## src/gba_load_pkg.sv

```systemverilog
// Download widths, load-kind enum, beat, cheat code and cart info types
`default_nettype none

package gba_load_pkg;

	// ========================================================================
	// Widths and fixed indices
	// ========================================================================

	localparam int ioctl_addr_w = 27;                 // Byte address of a download
	localparam logic [7:0] cheat_index = 8'd255;      // File index of cheat files

	// Download kind, acts as the opcode for the execute stages
	typedef enum logic [1:0] {
		load_none,                                    // No download running
		load_bios,                                    // Index 0
		load_cart,                                    // Any other index
		load_cheat                                    // Index 255
	} load_kind_e;

	// One host beat, file byte order is data[7:0] first
	typedef struct packed {
		logic [ioctl_addr_w-1:0] addr;                // Byte address
		logic [15:0]             data;
		logic                    wr;                  // Write strobe
	} ioctl_beat_t;

	// Cheat code as handed to the core, each field big-endian as received
	typedef struct packed {
		logic [31:0] flags;                           // Bits 127:96
		logic [31:0] address;
		logic [31:0] compare;
		logic [31:0] replace;                         // Bits 31:0
	} cheat_code_t;

	// Cartridge properties found while the image streams in
	typedef struct packed {
		logic                    loaded;
		logic [1:0]              cart_type;           // Index bits 7:6
		logic                    flash_1m;            // Marker string seen
		logic                    sram_quirk;
		logic                    remap_quirk;
		logic [ioctl_addr_w-2:0] last_addr;           // 16-bit word address
	} cart_info_t;

endpackage

`default_nettype wire

```

## src/load_decoder.sv

```systemverilog
// Download kind decode, beat delay stage, cart start and cheat clear pulses
`timescale 1ns/100ps
`default_nettype none

module load_decoder (
	input  wire                            clk_sys,
	input  wire                            reset,
	input  wire                            ioctl_download,
	input  wire [7:0]                      ioctl_index,
	input  wire gba_load_pkg::ioctl_beat_t beat_in,
	output gba_load_pkg::load_kind_e       kind,         // Aligned with beat
	output gba_load_pkg::ioctl_beat_t      beat,         // Beat delayed one stage
	output logic                           cart_start,   // First cycle of a cart load
	output logic [1:0]                     cart_type,
	output logic                           cheat_clear   // First cycle of a cheat load
);
	import gba_load_pkg::*;

	load_kind_e kind_next;
	logic       cart_rise;
	logic       cheat_rise;

	// Index decode, only done here
	always_comb begin
		if (!ioctl_download)
			kind_next = load_none;
		else if (ioctl_index == 8'd0)
			kind_next = load_bios;
		else if (ioctl_index == cheat_index)
			kind_next = load_cheat;
		else
			kind_next = load_cart;
	end

	// The kind register holds the previous kind for edge detect
	assign cart_rise  = (kind_next == load_cart) && (kind != load_cart);
	assign cheat_rise = (kind_next == load_cheat) && (kind != load_cheat);

	always_ff @(posedge clk_sys) begin
		if (reset) begin
			kind        <= load_none;
			cart_start  <= 1'b0;
			cheat_clear <= 1'b0;
			cart_type   <= 2'd0;
		end else begin
			kind        <= kind_next;
			cart_start  <= cart_rise;
			cheat_clear <= cheat_rise;
			if (cart_rise)
				cart_type <= ioctl_index[7:6];      // Type lives in the top index bits
		end
	end

	// Beat pipeline stage, only the strobe is cleared
	always_ff @(posedge clk_sys) begin
		beat <= beat_in;
		if (reset)
			beat.wr <= 1'b0;
	end

endmodule

`default_nettype wire

```

## src/bios_packer.sv

```systemverilog
// BIOS half-word pairing into 32-bit RAM writes
`timescale 1ns/100ps
`default_nettype none

module bios_packer #(
	parameter int bios_aw = 12                          // Word address bits, 16 KB
) (
	input  wire                            clk_sys,
	input  wire                            reset,
	input  wire gba_load_pkg::load_kind_e  kind,
	input  wire gba_load_pkg::ioctl_beat_t beat,
	output logic                           bios_wr,
	output logic [bios_aw-1:0]             bios_addr,   // 32-bit word address
	output logic [31:0]                    bios_data
);
	import gba_load_pkg::*;

	logic        hit;
	logic [15:0] low_half;                              // Waits for its partner beat

	assign hit = (kind == load_bios) && beat.wr;

	always_ff @(posedge clk_sys) begin
		if (hit) begin
			if (!beat.addr[1]) begin
				low_half <= beat.data;                      // Lower half of the word
			end else begin
				bios_data <= {beat.data, low_half};
				bios_addr <= beat.addr[bios_aw+1:2];
			end
		end
	end

	// One write per completed word
	always_ff @(posedge clk_sys) begin
		if (reset)
			bios_wr <= 1'b0;
		else
			bios_wr <= hit && beat.addr[1];
	end

endmodule

`default_nettype wire

```

## src/cheat_assembler.sv

```systemverilog
// Cheat code assembly from eight half-word beats with a valid pulse
`timescale 1ns/100ps
`default_nettype none

module cheat_assembler (
	input  wire                            clk_sys,
	input  wire                            reset,
	input  wire gba_load_pkg::load_kind_e  kind,
	input  wire gba_load_pkg::ioctl_beat_t beat,
	output gba_load_pkg::cheat_code_t      cheat_code,
	output logic                           cheat_valid
);
	import gba_load_pkg::*;

	logic hit;

	assign hit = (kind == load_cheat) && beat.wr;

	// ========================================================================
	// Field steering, 16 bytes per code, low half-word of each field first
	// ========================================================================

	always_ff @(posedge clk_sys) begin
		if (hit) begin
			case (beat.addr[3:0])
				4'd0:  cheat_code.flags[15:0]    <= beat.data;
				4'd2:  cheat_code.flags[31:16]   <= beat.data;
				4'd4:  cheat_code.address[15:0]  <= beat.data;
				4'd6:  cheat_code.address[31:16] <= beat.data;
				4'd8:  cheat_code.compare[15:0]  <= beat.data;
				4'd10: cheat_code.compare[31:16] <= beat.data;
				4'd12: cheat_code.replace[15:0]  <= beat.data;
				4'd14: cheat_code.replace[31:16] <= beat.data; // Completes the code
				default: ;                                     // Odd offsets never arrive
			endcase
		end
	end

	// Pulse as the last field lands
	always_ff @(posedge clk_sys) begin
		if (reset)
			cheat_valid <= 1'b0;
		else
			cheat_valid <= hit && (beat.addr[3:0] == 4'd14);
	end

endmodule

`default_nettype wire

```

## src/cart_scanner.sv

```systemverilog
// Cart image scan for flash marker, last address, header title and quirk match
`timescale 1ns/100ps
`default_nettype none

module cart_scanner (
	input  wire                            clk_sys,
	input  wire                            reset,
	input  wire gba_load_pkg::load_kind_e  kind,
	input  wire gba_load_pkg::ioctl_beat_t beat,
	input  wire                            cart_start,
	input  wire [1:0]                      cart_type,
	output gba_load_pkg::cart_info_t       cart_info
);
	import gba_load_pkg::*;

	localparam int quirk_n = 6;

	// Titles as they sit in the header, zero padded to 12 bytes
	localparam logic [95:0] quirk_title [quirk_n] = '{
		"ROCKY BOXING",
		"DBZ TAIKETSU",
		{"CASTLEVANIA", 8'h00},
		{"SUPER MARIO", 8'h00},
		{"MAPPY", 56'h00000000000000},
		{"ZELDA 1", 40'h0000000000}
	};
	localparam logic [quirk_n-1:0] quirk_remap = 6'b111100; // NES classics need remap

	logic        hit;
	logic        hdr_row;                          // Beat in header bytes 0xA0..0xAF
	logic [6:0]  title_lsb;                        // Bit position of this half-word
	logic [63:0] hist_base;
	logic        marker_even;                      // Marker starts at even byte
	logic        marker_odd;                       // Marker starts at odd byte
	logic        sram_hit;
	logic        remap_hit;
	logic [63:0] hist;                             // Last eight file bytes
	logic [95:0] title;                            // First byte in the top bits

	assign hit       = (kind == load_cart) && beat.wr;
	assign hdr_row   = (beat.addr[ioctl_addr_w-1:4] == 23'h00000A);
	assign title_lsb = {4'd10 - beat.addr[3:0], 3'd0};
	assign hist_base = cart_start ? 64'd0 : hist;  // Forget the previous image

	// ========================================================================
	// Marker search, both byte alignments checked on every beat
	// ========================================================================

	assign marker_even = ({hist_base, beat.data[7:0]} == "FLASH1M_V");
	assign marker_odd  = ({hist_base[55:0], beat.data[7:0], beat.data[15:8]} == "FLASH1M_V");

	// Quirk table lookup on the captured title
	always_comb begin
		sram_hit  = 1'b0;
		remap_hit = 1'b0;
		for (int i = 0; i < quirk_n; i++) begin
			if (title == quirk_title[i]) begin
				sram_hit  = 1'b1;                          // Every entry needs SRAM quirk
				remap_hit = quirk_remap[i];
			end
		end
	end

	// Byte history and title capture
	always_ff @(posedge clk_sys) begin
		if (hit) begin
			hist <= {hist_base[47:0], beat.data[7:0], beat.data[15:8]};
			if (hdr_row && (beat.addr[3:0] < 4'd12))
				title[title_lsb +: 16] <= {beat.data[7:0], beat.data[15:8]};
		end else if (cart_start) begin
			hist <= 64'd0;
		end
	end

	// ========================================================================
	// Result register
	// ========================================================================

	always_ff @(posedge clk_sys) begin
		if (reset) begin
			cart_info <= '0;
		end else begin
			if (cart_start) begin
				cart_info.loaded      <= 1'b1;
				cart_info.cart_type   <= cart_type;
				cart_info.flash_1m    <= 1'b0;
				cart_info.sram_quirk  <= 1'b0;
				cart_info.remap_quirk <= 1'b0;
			end
			if (hit) begin
				cart_info.last_addr <= beat.addr[ioctl_addr_w-1:1]; // Word address
				if (marker_even || marker_odd)
					cart_info.flash_1m <= 1'b1;                       // Sticky until next cart
				if (hdr_row && (beat.addr[3:0] == 4'd12)) begin    // Title complete
					cart_info.sram_quirk  <= sram_hit;
					cart_info.remap_quirk <= remap_hit;
				end
			end
		end
	end

endmodule

`default_nettype wire

```

## src/cart_loader_top.sv

```systemverilog
// Load path top level with decoder and BIOS, cheat and cart execute stages
`timescale 1ns/100ps
`default_nettype none

module cart_loader_top #(
	parameter int bios_aw = 12                          // BIOS RAM word address bits
) (
	input  wire                            clk_sys,
	input  wire                            reset,
	input  wire                            ioctl_download,
	input  wire [7:0]                      ioctl_index,
	input  wire gba_load_pkg::ioctl_beat_t beat_in,
	output logic                           bios_wr,
	output logic [bios_aw-1:0]             bios_addr,
	output logic [31:0]                    bios_data,
	output logic                           cheat_clear,
	output logic                           cheat_valid,
	output gba_load_pkg::cheat_code_t      cheat_code,
	output gba_load_pkg::cart_info_t       cart_info
);
	import gba_load_pkg::*;

	load_kind_e  kind;                                  // Decoded kind, beat aligned
	ioctl_beat_t beat;                                  // Beat after decode stage
	logic        cart_start;
	logic [1:0]  cart_type;

	// Decode stage
	load_decoder load_decoder_inst (
		.clk_sys        (clk_sys),
		.reset          (reset),
		.ioctl_download (ioctl_download),
		.ioctl_index    (ioctl_index),
		.beat_in        (beat_in),
		.kind           (kind),
		.beat           (beat),
		.cart_start     (cart_start),
		.cart_type      (cart_type),
		.cheat_clear    (cheat_clear)
	);

	// Execute stages, each acts on its own kind only
	bios_packer #(
		.bios_aw (bios_aw)
	) bios_packer_inst (
		.clk_sys   (clk_sys),
		.reset     (reset),
		.kind      (kind),
		.beat      (beat),
		.bios_wr   (bios_wr),
		.bios_addr (bios_addr),
		.bios_data (bios_data)
	);

	cheat_assembler cheat_assembler_inst (
		.clk_sys     (clk_sys),
		.reset       (reset),
		.kind        (kind),
		.beat        (beat),
		.cheat_code  (cheat_code),
		.cheat_valid (cheat_valid)
	);

	cart_scanner cart_scanner_inst (
		.clk_sys    (clk_sys),
		.reset      (reset),
		.kind       (kind),
		.beat       (beat),
		.cart_start (cart_start),
		.cart_type  (cart_type),
		.cart_info  (cart_info)
	);

endmodule

`default_nettype wire

```

## config.mk

```make
export PLATFORM = sky130hd
export DESIGN_NAME = cart_loader_top
export DESIGN_NICKNAME = d
export VERILOG_FILES = /design/src/gba_load_pkg.sv /design/src/load_decoder.sv /design/src/bios_packer.sv /design/src/cheat_assembler.sv /design/src/cart_scanner.sv /design/src/cart_loader_top.sv
export SDC_FILE = /design/constraint.sdc
export NUM_CORES = 1
export LEC_CHECK = 0
export BUFFER_PORTS_ARGS = -buffer_cell sky130_fd_sc_hd__buf_2
export CAP_MARGIN = 15
export CORE_MARGIN = 2
export CORE_UTILIZATION = 56
export CTS_CLUSTER_SIZE = 16
export DETAILED_ROUTE_END_ITERATION = 10
export GPL_TIMING_DRIVEN = 0
export PLACE_DENSITY = 0.91
export SLEW_MARGIN = 25
export SYNTH_ARGS = -nofsm -noshare
export SYNTH_HDL_FRONTEND = slang
export SYNTH_SLANG_ARGS = --single-unit
```

## constraint.sdc

```tcl
create_clock -name clk_sys -period 4.6 [get_ports clk_sys]
set_input_delay 0.69 -clock clk_sys [delete_from_list [all_inputs] [get_ports clk_sys]]
set_output_delay 0.69 -clock clk_sys [all_outputs]
set_load 0.1 [all_outputs]
```

==> results of run 1 <==
[metrics by stage]
| step | total power [mW] | cells | setup WS (ns) | TNS (ns) |
|---|---|---|---|---|
| after floorplan | 4.53 | 1182 | 0.493 | 0 |
| after global placement | 4.65 | 1784 | -1.32 | -57.81 |
| after detailed placement | 4.67 | 1800 | 0.591 | 0 |
| after CTS | 7.92 | 1872 | 0.575 | 0 |
| after global routing | 8.11 | 1872 | 0.383 | 0 |
| final | 7.95 | 1872 | 0.560 | 0 |
[worst paths after layout]
kind | cells past startpoint | to | start | slack [ns]
setup / recovery | 11 | cart_scanner_inst.title[70] | load_decoder_inst.beat[17] | 0.56
hold / removal | 1 | load_decoder_inst.beat[10] | beat_in[10] | 0.23
setup reg to reg | 11 | cart_scanner_inst.title[70] | load_decoder_inst.beat[17] | 0.56
hold reg to reg | 0 | bios_packer_inst.bios_data[8] | bios_packer_inst.low_half[8] | 0.42
[cell families (layout without fill, tap and decap cells)]
kind of cell / count (synthesis) / count (layout) / synth area share [%]
mux: 13 / 13 / 0.842
xor+xnor: 4 / 4 / 0.227
flops: 432 / 432 / 74.4
buf+inv: 71 / 420 / 1.88
fa+ha+maj: 4 / 4 / 0.324
simple gates: 515 / 515 / 16.6
compound gates: 143 / 143 / 5.77
[cell type report]
class | count | area (um2)
flip-flops and latches | 432 | 11500
fillers | 1742 | 8310
multi-input cells | 679 | 3730
repair buffers | 277 | 1460
clock buffers | 57 | 1140
well taps | 341 | 427
plain buffers | 64 | 264
clock inverters | 15 | 188
inverters | 7 | 26.3
[synthesized netlist by cell type, types with 3 or more instances]
| master | instances |
|---|---|
| nand4b_1 | 8 |
| ha_1 | 4 |
| dfxtp_1 | 148 |
| nand3_1 | 22 |
| nor4_1 | 24 |
| mux2i_1 | 13 |
| or4b_2 | 3 |
| buf_4 | 4 |
| edfxtp_1 | 284 |
| nand2_1 | 201 |
| nor3_1 | 23 |
| a21oi_1 | 80 |
| o21ai_0 | 8 |
| and3_1 | 9 |
| buf_1 | 11 |
| a22oi_1 | 19 |
| nor4bb_1 | 13 |
| nor2_1 | 119 |
| a32oi_1 | 3 |
| clkbuf_2 | 3 |
| buf_2 | 4 |
| inv_1 | 6 |
| a22o_1 | 20 |
| nand4_1 | 23 |
| nand3b_1 | 5 |
| and4_1 | 6 |
| or2_2 | 9 |
| xnor2_1 | 3 |
| or4_1 | 5 |
| and4b_1 | 4 |
| nor3b_1 | 4 |
| nor4b_1 | 15 |
| or3_1 | 5 |
| clkbuf_1 | 42 |
| nor2b_1 | 5 |
[report_power, final]
part	internal [mW]	total, mW	switching, mW
registers	4.17	4.24	0.0621
clock network	1.91	3.34	1.43
logic	0.105	0.381	0.277
[layout by cell type (no fill, tap or decap), types with 11 or more instances in the layout]
cell	Yosys	routed
a21oi_1	80	80
a22o_1	20	20
a22oi_1	19	19
buf_1	11	11
buf_2	4	265
buf_4	4	13
clkbuf_1	42	51
clkbuf_16	0	40
dfxtp_1	148	148
edfxtp_1	284	284
mux2i_1	13	13
nand2_1	201	201
nand3_1	22	22
nand4_1	23	23
nor2_1	119	113
nor3_1	23	15
nor4_1	24	23
nor4b_1	15	15
nor4bb_1	13	13
[critical path: cells and delay by family (launching register included)]
kind                     cells  cell delay (ns)
AND/OR/NAND/NOR              3             1.29
buffers and inverters        5             1.25
flip-flops                   1             0.35
XOR/XNOR                     1             0.33
adder cells (fa/ha/maj)      1             0.30
AO/OA/AOI/OAI                1             0.16
[registers in the layout, summed over array words and instances, names as in the netlist, 2 cells and up]
register and cells:
bios_packer_inst.bios_addr 12, load_decoder_inst.cart_type 2, cart_scanner_inst.cart_info 32, load_decoder_inst.beat 44
cart_scanner_inst.title 96, bios_packer_inst.low_half 16, cart_scanner_inst.hist 64, load_decoder_inst.kind 2
cheat_assembler_inst.cheat_code 128, bios_packer_inst.bios_data 32
[routing by layer]
layer / routed length [um] / vias up / part of all wire [%]
met5: 0 / - / 0
met3: 5130 / 192 / 12
met1: 14700 / 5462 / 34
met4: 2060 / 0 / 4.7
li1: - / 4961 / -
met2: 21700 / 925 / 50
==> impl_metrics.csv, run 1 <==
group,metric,value,unit
synth,synth-seq-cells,432,
synth,synth-edff-count,284,
worst_setup_path,slowest_delay,0.64,ns
clock_tree,cts.clk_slew.worst_paths,0.07,ns
worst_setup_path,worstPathArrival,4.22,ns
timing,finalCriticalPeriod,4.04,ns
grt,grt_pass1_wl,65600,um
timing,setup_viol,0,
worst_setup_path,required,4.78,ns
clock_tree,clk_path_buf_depth,3,
routing,routed-via-count,11500,
synth,seq_area_frac_synth,74.4,%
finish,antenna_cells,0,
clock_tree,cts_tree,"done",
grt,grt-busiest-layer,"met2",
synth,avgSynthCellArea,13.1,um2
timing,timing.final.crit_share,87.8,%
synth,syn-cell-area,15400,um2
clock_tree,cts-root-buf,"clkbuf_16",
clock_tree,postCtsSetupRepairBufs,0,
grt,use_met3,7.14,%
timing,worstMarginPinSlew,0.983,ns
die,io_pins,262,
synth,yosysTopAreaCell,"edfxtp_1",
grt,grt_use_met1,35.9,%
routing,drtPass1Iterations,8,
synth,synth_cell_types,58,
grt,grt_use_total,29.9,%
die,coreArea,27000,um2
synth,async_flop_share,0,%
grt,grt_max_degree,16,
timing,drv_slew,0,
synth,synth_ff_type,"edfxtp_1",
worst_setup_path,crit_slowest_cell,"nor2_1",
routing,wl_per_cell,23.3,um
worst_setup_path,cp-start-kind,"register",
die,dieArea,28900,um2
die,start_util,57.2,%
power_and_ir_drop,p_per_area,425,nW/um2
synth,synth_top_area_share,55.2,%
grt,antenna_found_initial,0,
synth,synth.top_cells.by_area,"edfxtp_1 (55%), dfxtp_1 (19%), nand2_1 (4.9%)",
worst_setup_path,critPathMaxFanout,10,
placement,gp_congestion,0.961,
clock_tree,cts_buffers,40,
placement,portBuffers,261,
grt,met2_usage,51.7,%
routing,vias_per_cell,6.16,
routing,postRouteAntennaNets,0,
worst_setup_path,critPathMostFrequentCell,"buf_2",
die,die_w,170,um
timing,timing.fmax,0.248,GHz
timing,rsz0062_at_grt,"false",
power_and_ir_drop,ir_drop,0.000368,V
synth,syn_inst,1182,
worst_setup_path,crit_type,"reg -> reg",
synth,ys_warn_count,0,
timing,hold_ws,0.233,ns
clock_tree,cts_resized,0,
power_and_ir_drop,leakage,6.58,nW
placement,dpl.hpwl,30100,um
finish,fin_area,18700,um2
outcome,status,"complete, no violations",
clock_tree,holdBufCountCts,0,
die,std_cell_rows,60,
clock_tree,cts_max_level,2,
timing,maxSlewHeadroom,33.9,%
timing,clock_skew,0.0301,ns
routing,drt_iter0_markers,1516,
flow_run,maxCapViolCount,0,
grt,grt_pass1_vias,11400,
timing,final_hold_viol_count,0,
synth,synth_fp_nets,1241,
min_path,min_path_type,"in -> reg",
routing,drc,0,
grt,grt-ovfl-total,0,
finish,final_util,69.3,%
worst_setup_path,cp-end-kind,"register",
placement,dpl-instance-area,17400,um2
worst_setup_path,cp_cell_sequence,"buf_2 -> inv_1 -> ha_1 -> buf_2 -> or3b_2 -> o21ai_0 -> xor2_1 -> nand3_1 -> clkbuf_1 -> buf_1 -> nor2_1",
clock_tree,insertion_delay,0.56,ns
finish,syn_to_final_growth,21.2,%
routing,routed_wl,43600,um
clock_tree,cts.sinks,432,
die,die_h,170,um
finish,drive_gt1_share,25.1,%
finish,finish.net_count,1560,
Note: power is estimated with default switching activity, not from simulation.
==> inputs of run 2 (changes only) <==
--- a/config.mk
+++ b/config.mk
@@ -9,10 +9,9 @@
 export CAP_MARGIN = 15
 export CORE_MARGIN = 2
-export CORE_UTILIZATION = 56
+export CORE_UTILIZATION = 55
 export CTS_CLUSTER_SIZE = 16
 export DETAILED_ROUTE_END_ITERATION = 10
 export GPL_TIMING_DRIVEN = 0
-export PLACE_DENSITY = 0.91
-export SLEW_MARGIN = 25
+export PLACE_DENSITY = 0.89
 export SYNTH_ARGS = -nofsm -noshare
 export SYNTH_HDL_FRONTEND = slang
==> constraint.sdc (replaced) <==
create_clock -name clk_sys -period 4.6 [get_ports clk_sys]
set_input_delay 0.92 -clock clk_sys [delete_from_list [all_inputs] [get_ports clk_sys]]
set_output_delay 0.92 -clock clk_sys [all_outputs]
set_load 0.1 [all_outputs]
==> impl_metrics.csv, run 2 (synthesized netlist as in run 1, its figures left out) <==
group,metric,value,unit
power_and_ir_drop,seqPwrFrac,53.5,%
power_and_ir_drop,sw_frac_of_total,22.4,%
placement,portBuffers,261,
worst_setup_path,worstPathArrival,4.45,ns
routing,wl_per_cell,23.0,um
clock_tree,insertion_delay,0.55,ns
grt,grt_use_total,29.2,%
worst_setup_path,slowest_delay,0.96,ns
grt,grt_pass1_vias,11200,
routing,routed-via-count,11500,
timing,fin_tns_setup,0,ns
timing,worstMarginPinSlew,1.17,ns
finish,final_util,67.6,%
clock_tree,holdBufCountCts,0,
finish,syn_to_final_growth,21.3,%
routing,routed_wl,43800,um
die,std_cell_rows,61,
clock_tree,cts-root-buf,"clkbuf_16",
clock_tree,clk_path_buf_depth,3,
finish,finish.net_count,1559,
routing,drtPass1Iterations,6,
min_path,hold_depth,0,
clock_tree,cts.sinks,432,
placement,dp.cells,1833,
finish,final_cell_count_no_fill,1908,
finish,largest_reg_flops,128,
finish,antenna_cells,0,
die,coreArea,27700,um2
finish,layout_commonest_cell,"edfxtp_1",
routing,route.met3.wl,4970,um
clock_tree,cts_buffers,41,
grt,grt_pass1_wl,64400,um
timing,rsz0062_at_grt,"false",
power_and_ir_drop,p_int,6.14,mW
finish,final_cell_mix,"edfxtp_1 (284), buf_2 (266), nand2_1 (201)",
routing,drc,0,
worst_setup_path,crit_family,"simple AND/OR/NAND/NOR gates",
worst_setup_path,cp-start-kind,"register",
timing,setup_viol,0,
die,die_w,172,um
clock_tree,cts_max_level,2,
worst_setup_path,r2r_cells,9,
grt,grt-ovfl-total,0,
clock_tree,cts_resized,0,
placement,gp_congestion,0.955,
clock_tree,postCtsSetupRepairBufs,0,
min_path,min_path_type,"reg -> reg",
power_and_ir_drop,p_per_area,422,nW/um2
placement,dpl-instance-area,17400,um2
timing,setup_slack,0.289,ns
die,start_util,55.8,%
grt,antenna_found_initial,0,
worst_setup_path,critPathMaxFanout,10,
routing,met2_length,21900,um
flow_run,maxCapViolCount,0,
worst_setup_path,cp_cell_sequence,"inv_1 -> ha_1 -> buf_2 -> or3b_2 -> o21ai_0 -> xor2_1 -> nand3_1 -> clkbuf_1 -> nor3_1",
placement,dp_slack,0.639,ns
power_and_ir_drop,power,7.91,mW
worst_setup_path,required,4.73,ns
routing,postRouteAntennaNets,0,
timing,timing.fmax,0.232,GHz
worst_setup_path,crit_type,"reg -> reg",
finish,drive_gt1_share,24.4,%
placement,dpl.hpwl,30100,um
routing,drt_iter0_markers,1478,
timing,drv_slew,0,
power_and_ir_drop,p_comb_share,4.9,%
grt,grt_max_degree,17,
routing,wl_met1,15000,um
routing,vias_per_cell,6.01,
clock_tree,cts_tree,"done",
finish,n_fill_cell,1789,
worst_setup_path,cp-end-kind,"register",
timing,final_hold_viol_count,0,
timing,timing.final.crit_share,93.7,%
timing,maxSlewHeadroom,21.6,%
die,die_h,172,um
power_and_ir_drop,power.share.clock,41.6,%
outcome,status,"complete, no violations",
worst_setup_path,crit_buf_inv,3,
timing,finalCriticalPeriod,4.31,ns
worst_setup_path,crit_slowest_cell,"nor3_1",
finish,fin_area,18700,um2
clock_tree,cts.clk_slew.worst_paths,0.06,ns
power_and_ir_drop,leakage,6.57,nW
die,io_pins,262,
routing,top_layer_used,"met4",
die,dieArea,29400,um2
power_and_ir_drop,net-switching-power,1.77,mW
worst_setup_path,cp.depth,9,
power_and_ir_drop,ir_drop,0.000495,V
timing,hold_ws,0.418,ns
timing,clock_skew,0.0294,ns
[run 2: metal layers]
metal | up-vias | global-route usage (%)
met5 | - | 0
met4 | 0 | 12.2
met3 | 172 | 6.42
met2 | 859 | 50.7
met1 | 5491 | 35.4
li1 | 4954 | -
[run 2: path summary, 6_finish.rpt]
kind                                      from                             to  slack (ns)
setup / recovery    load_decoder_inst.beat[18]    cart_scanner_inst.title[57]        0.29
hold / removal    bios_packer_inst.low_half[5]  bios_packer_inst.bios_data[5]        0.42
hold reg to reg   bios_packer_inst.low_half[5]  bios_packer_inst.bios_data[5]        0.42
setup reg to reg    load_decoder_inst.beat[18]    cart_scanner_inst.title[57]        0.29
[run 2: area by class of cell]
| cell class | instances | area, um2 | share of cell area, % |
|---|---|---|---|
| flip-flops and latches | 432 | 11500 | 61.3 |
| multi-input cells | 679 | 3700 | 19.8 |
| repair buffers | 275 | 1470 | 7.82 |
| clock buffers | 64 | 1240 | 6.60 |
| well taps | 378 | 473 | 2.52 |
| plain buffers | 64 | 264 | 1.41 |
| clock inverters | 9 | 73.8 | 0.394 |
| inverters | 7 | 26.3 | 0.140 |
[run 2: power groups by stage]
stage	clock network (mW)	logic (mW)	registers, mW
after CTS	3.26	0.366	4.23
after global routing	3.42	0.405	4.24
after floorplan	0	0.200	4.33
after detailed placement	0	0.358	4.32
after global placement	0	0.341	4.31
final	3.29	0.384	4.23
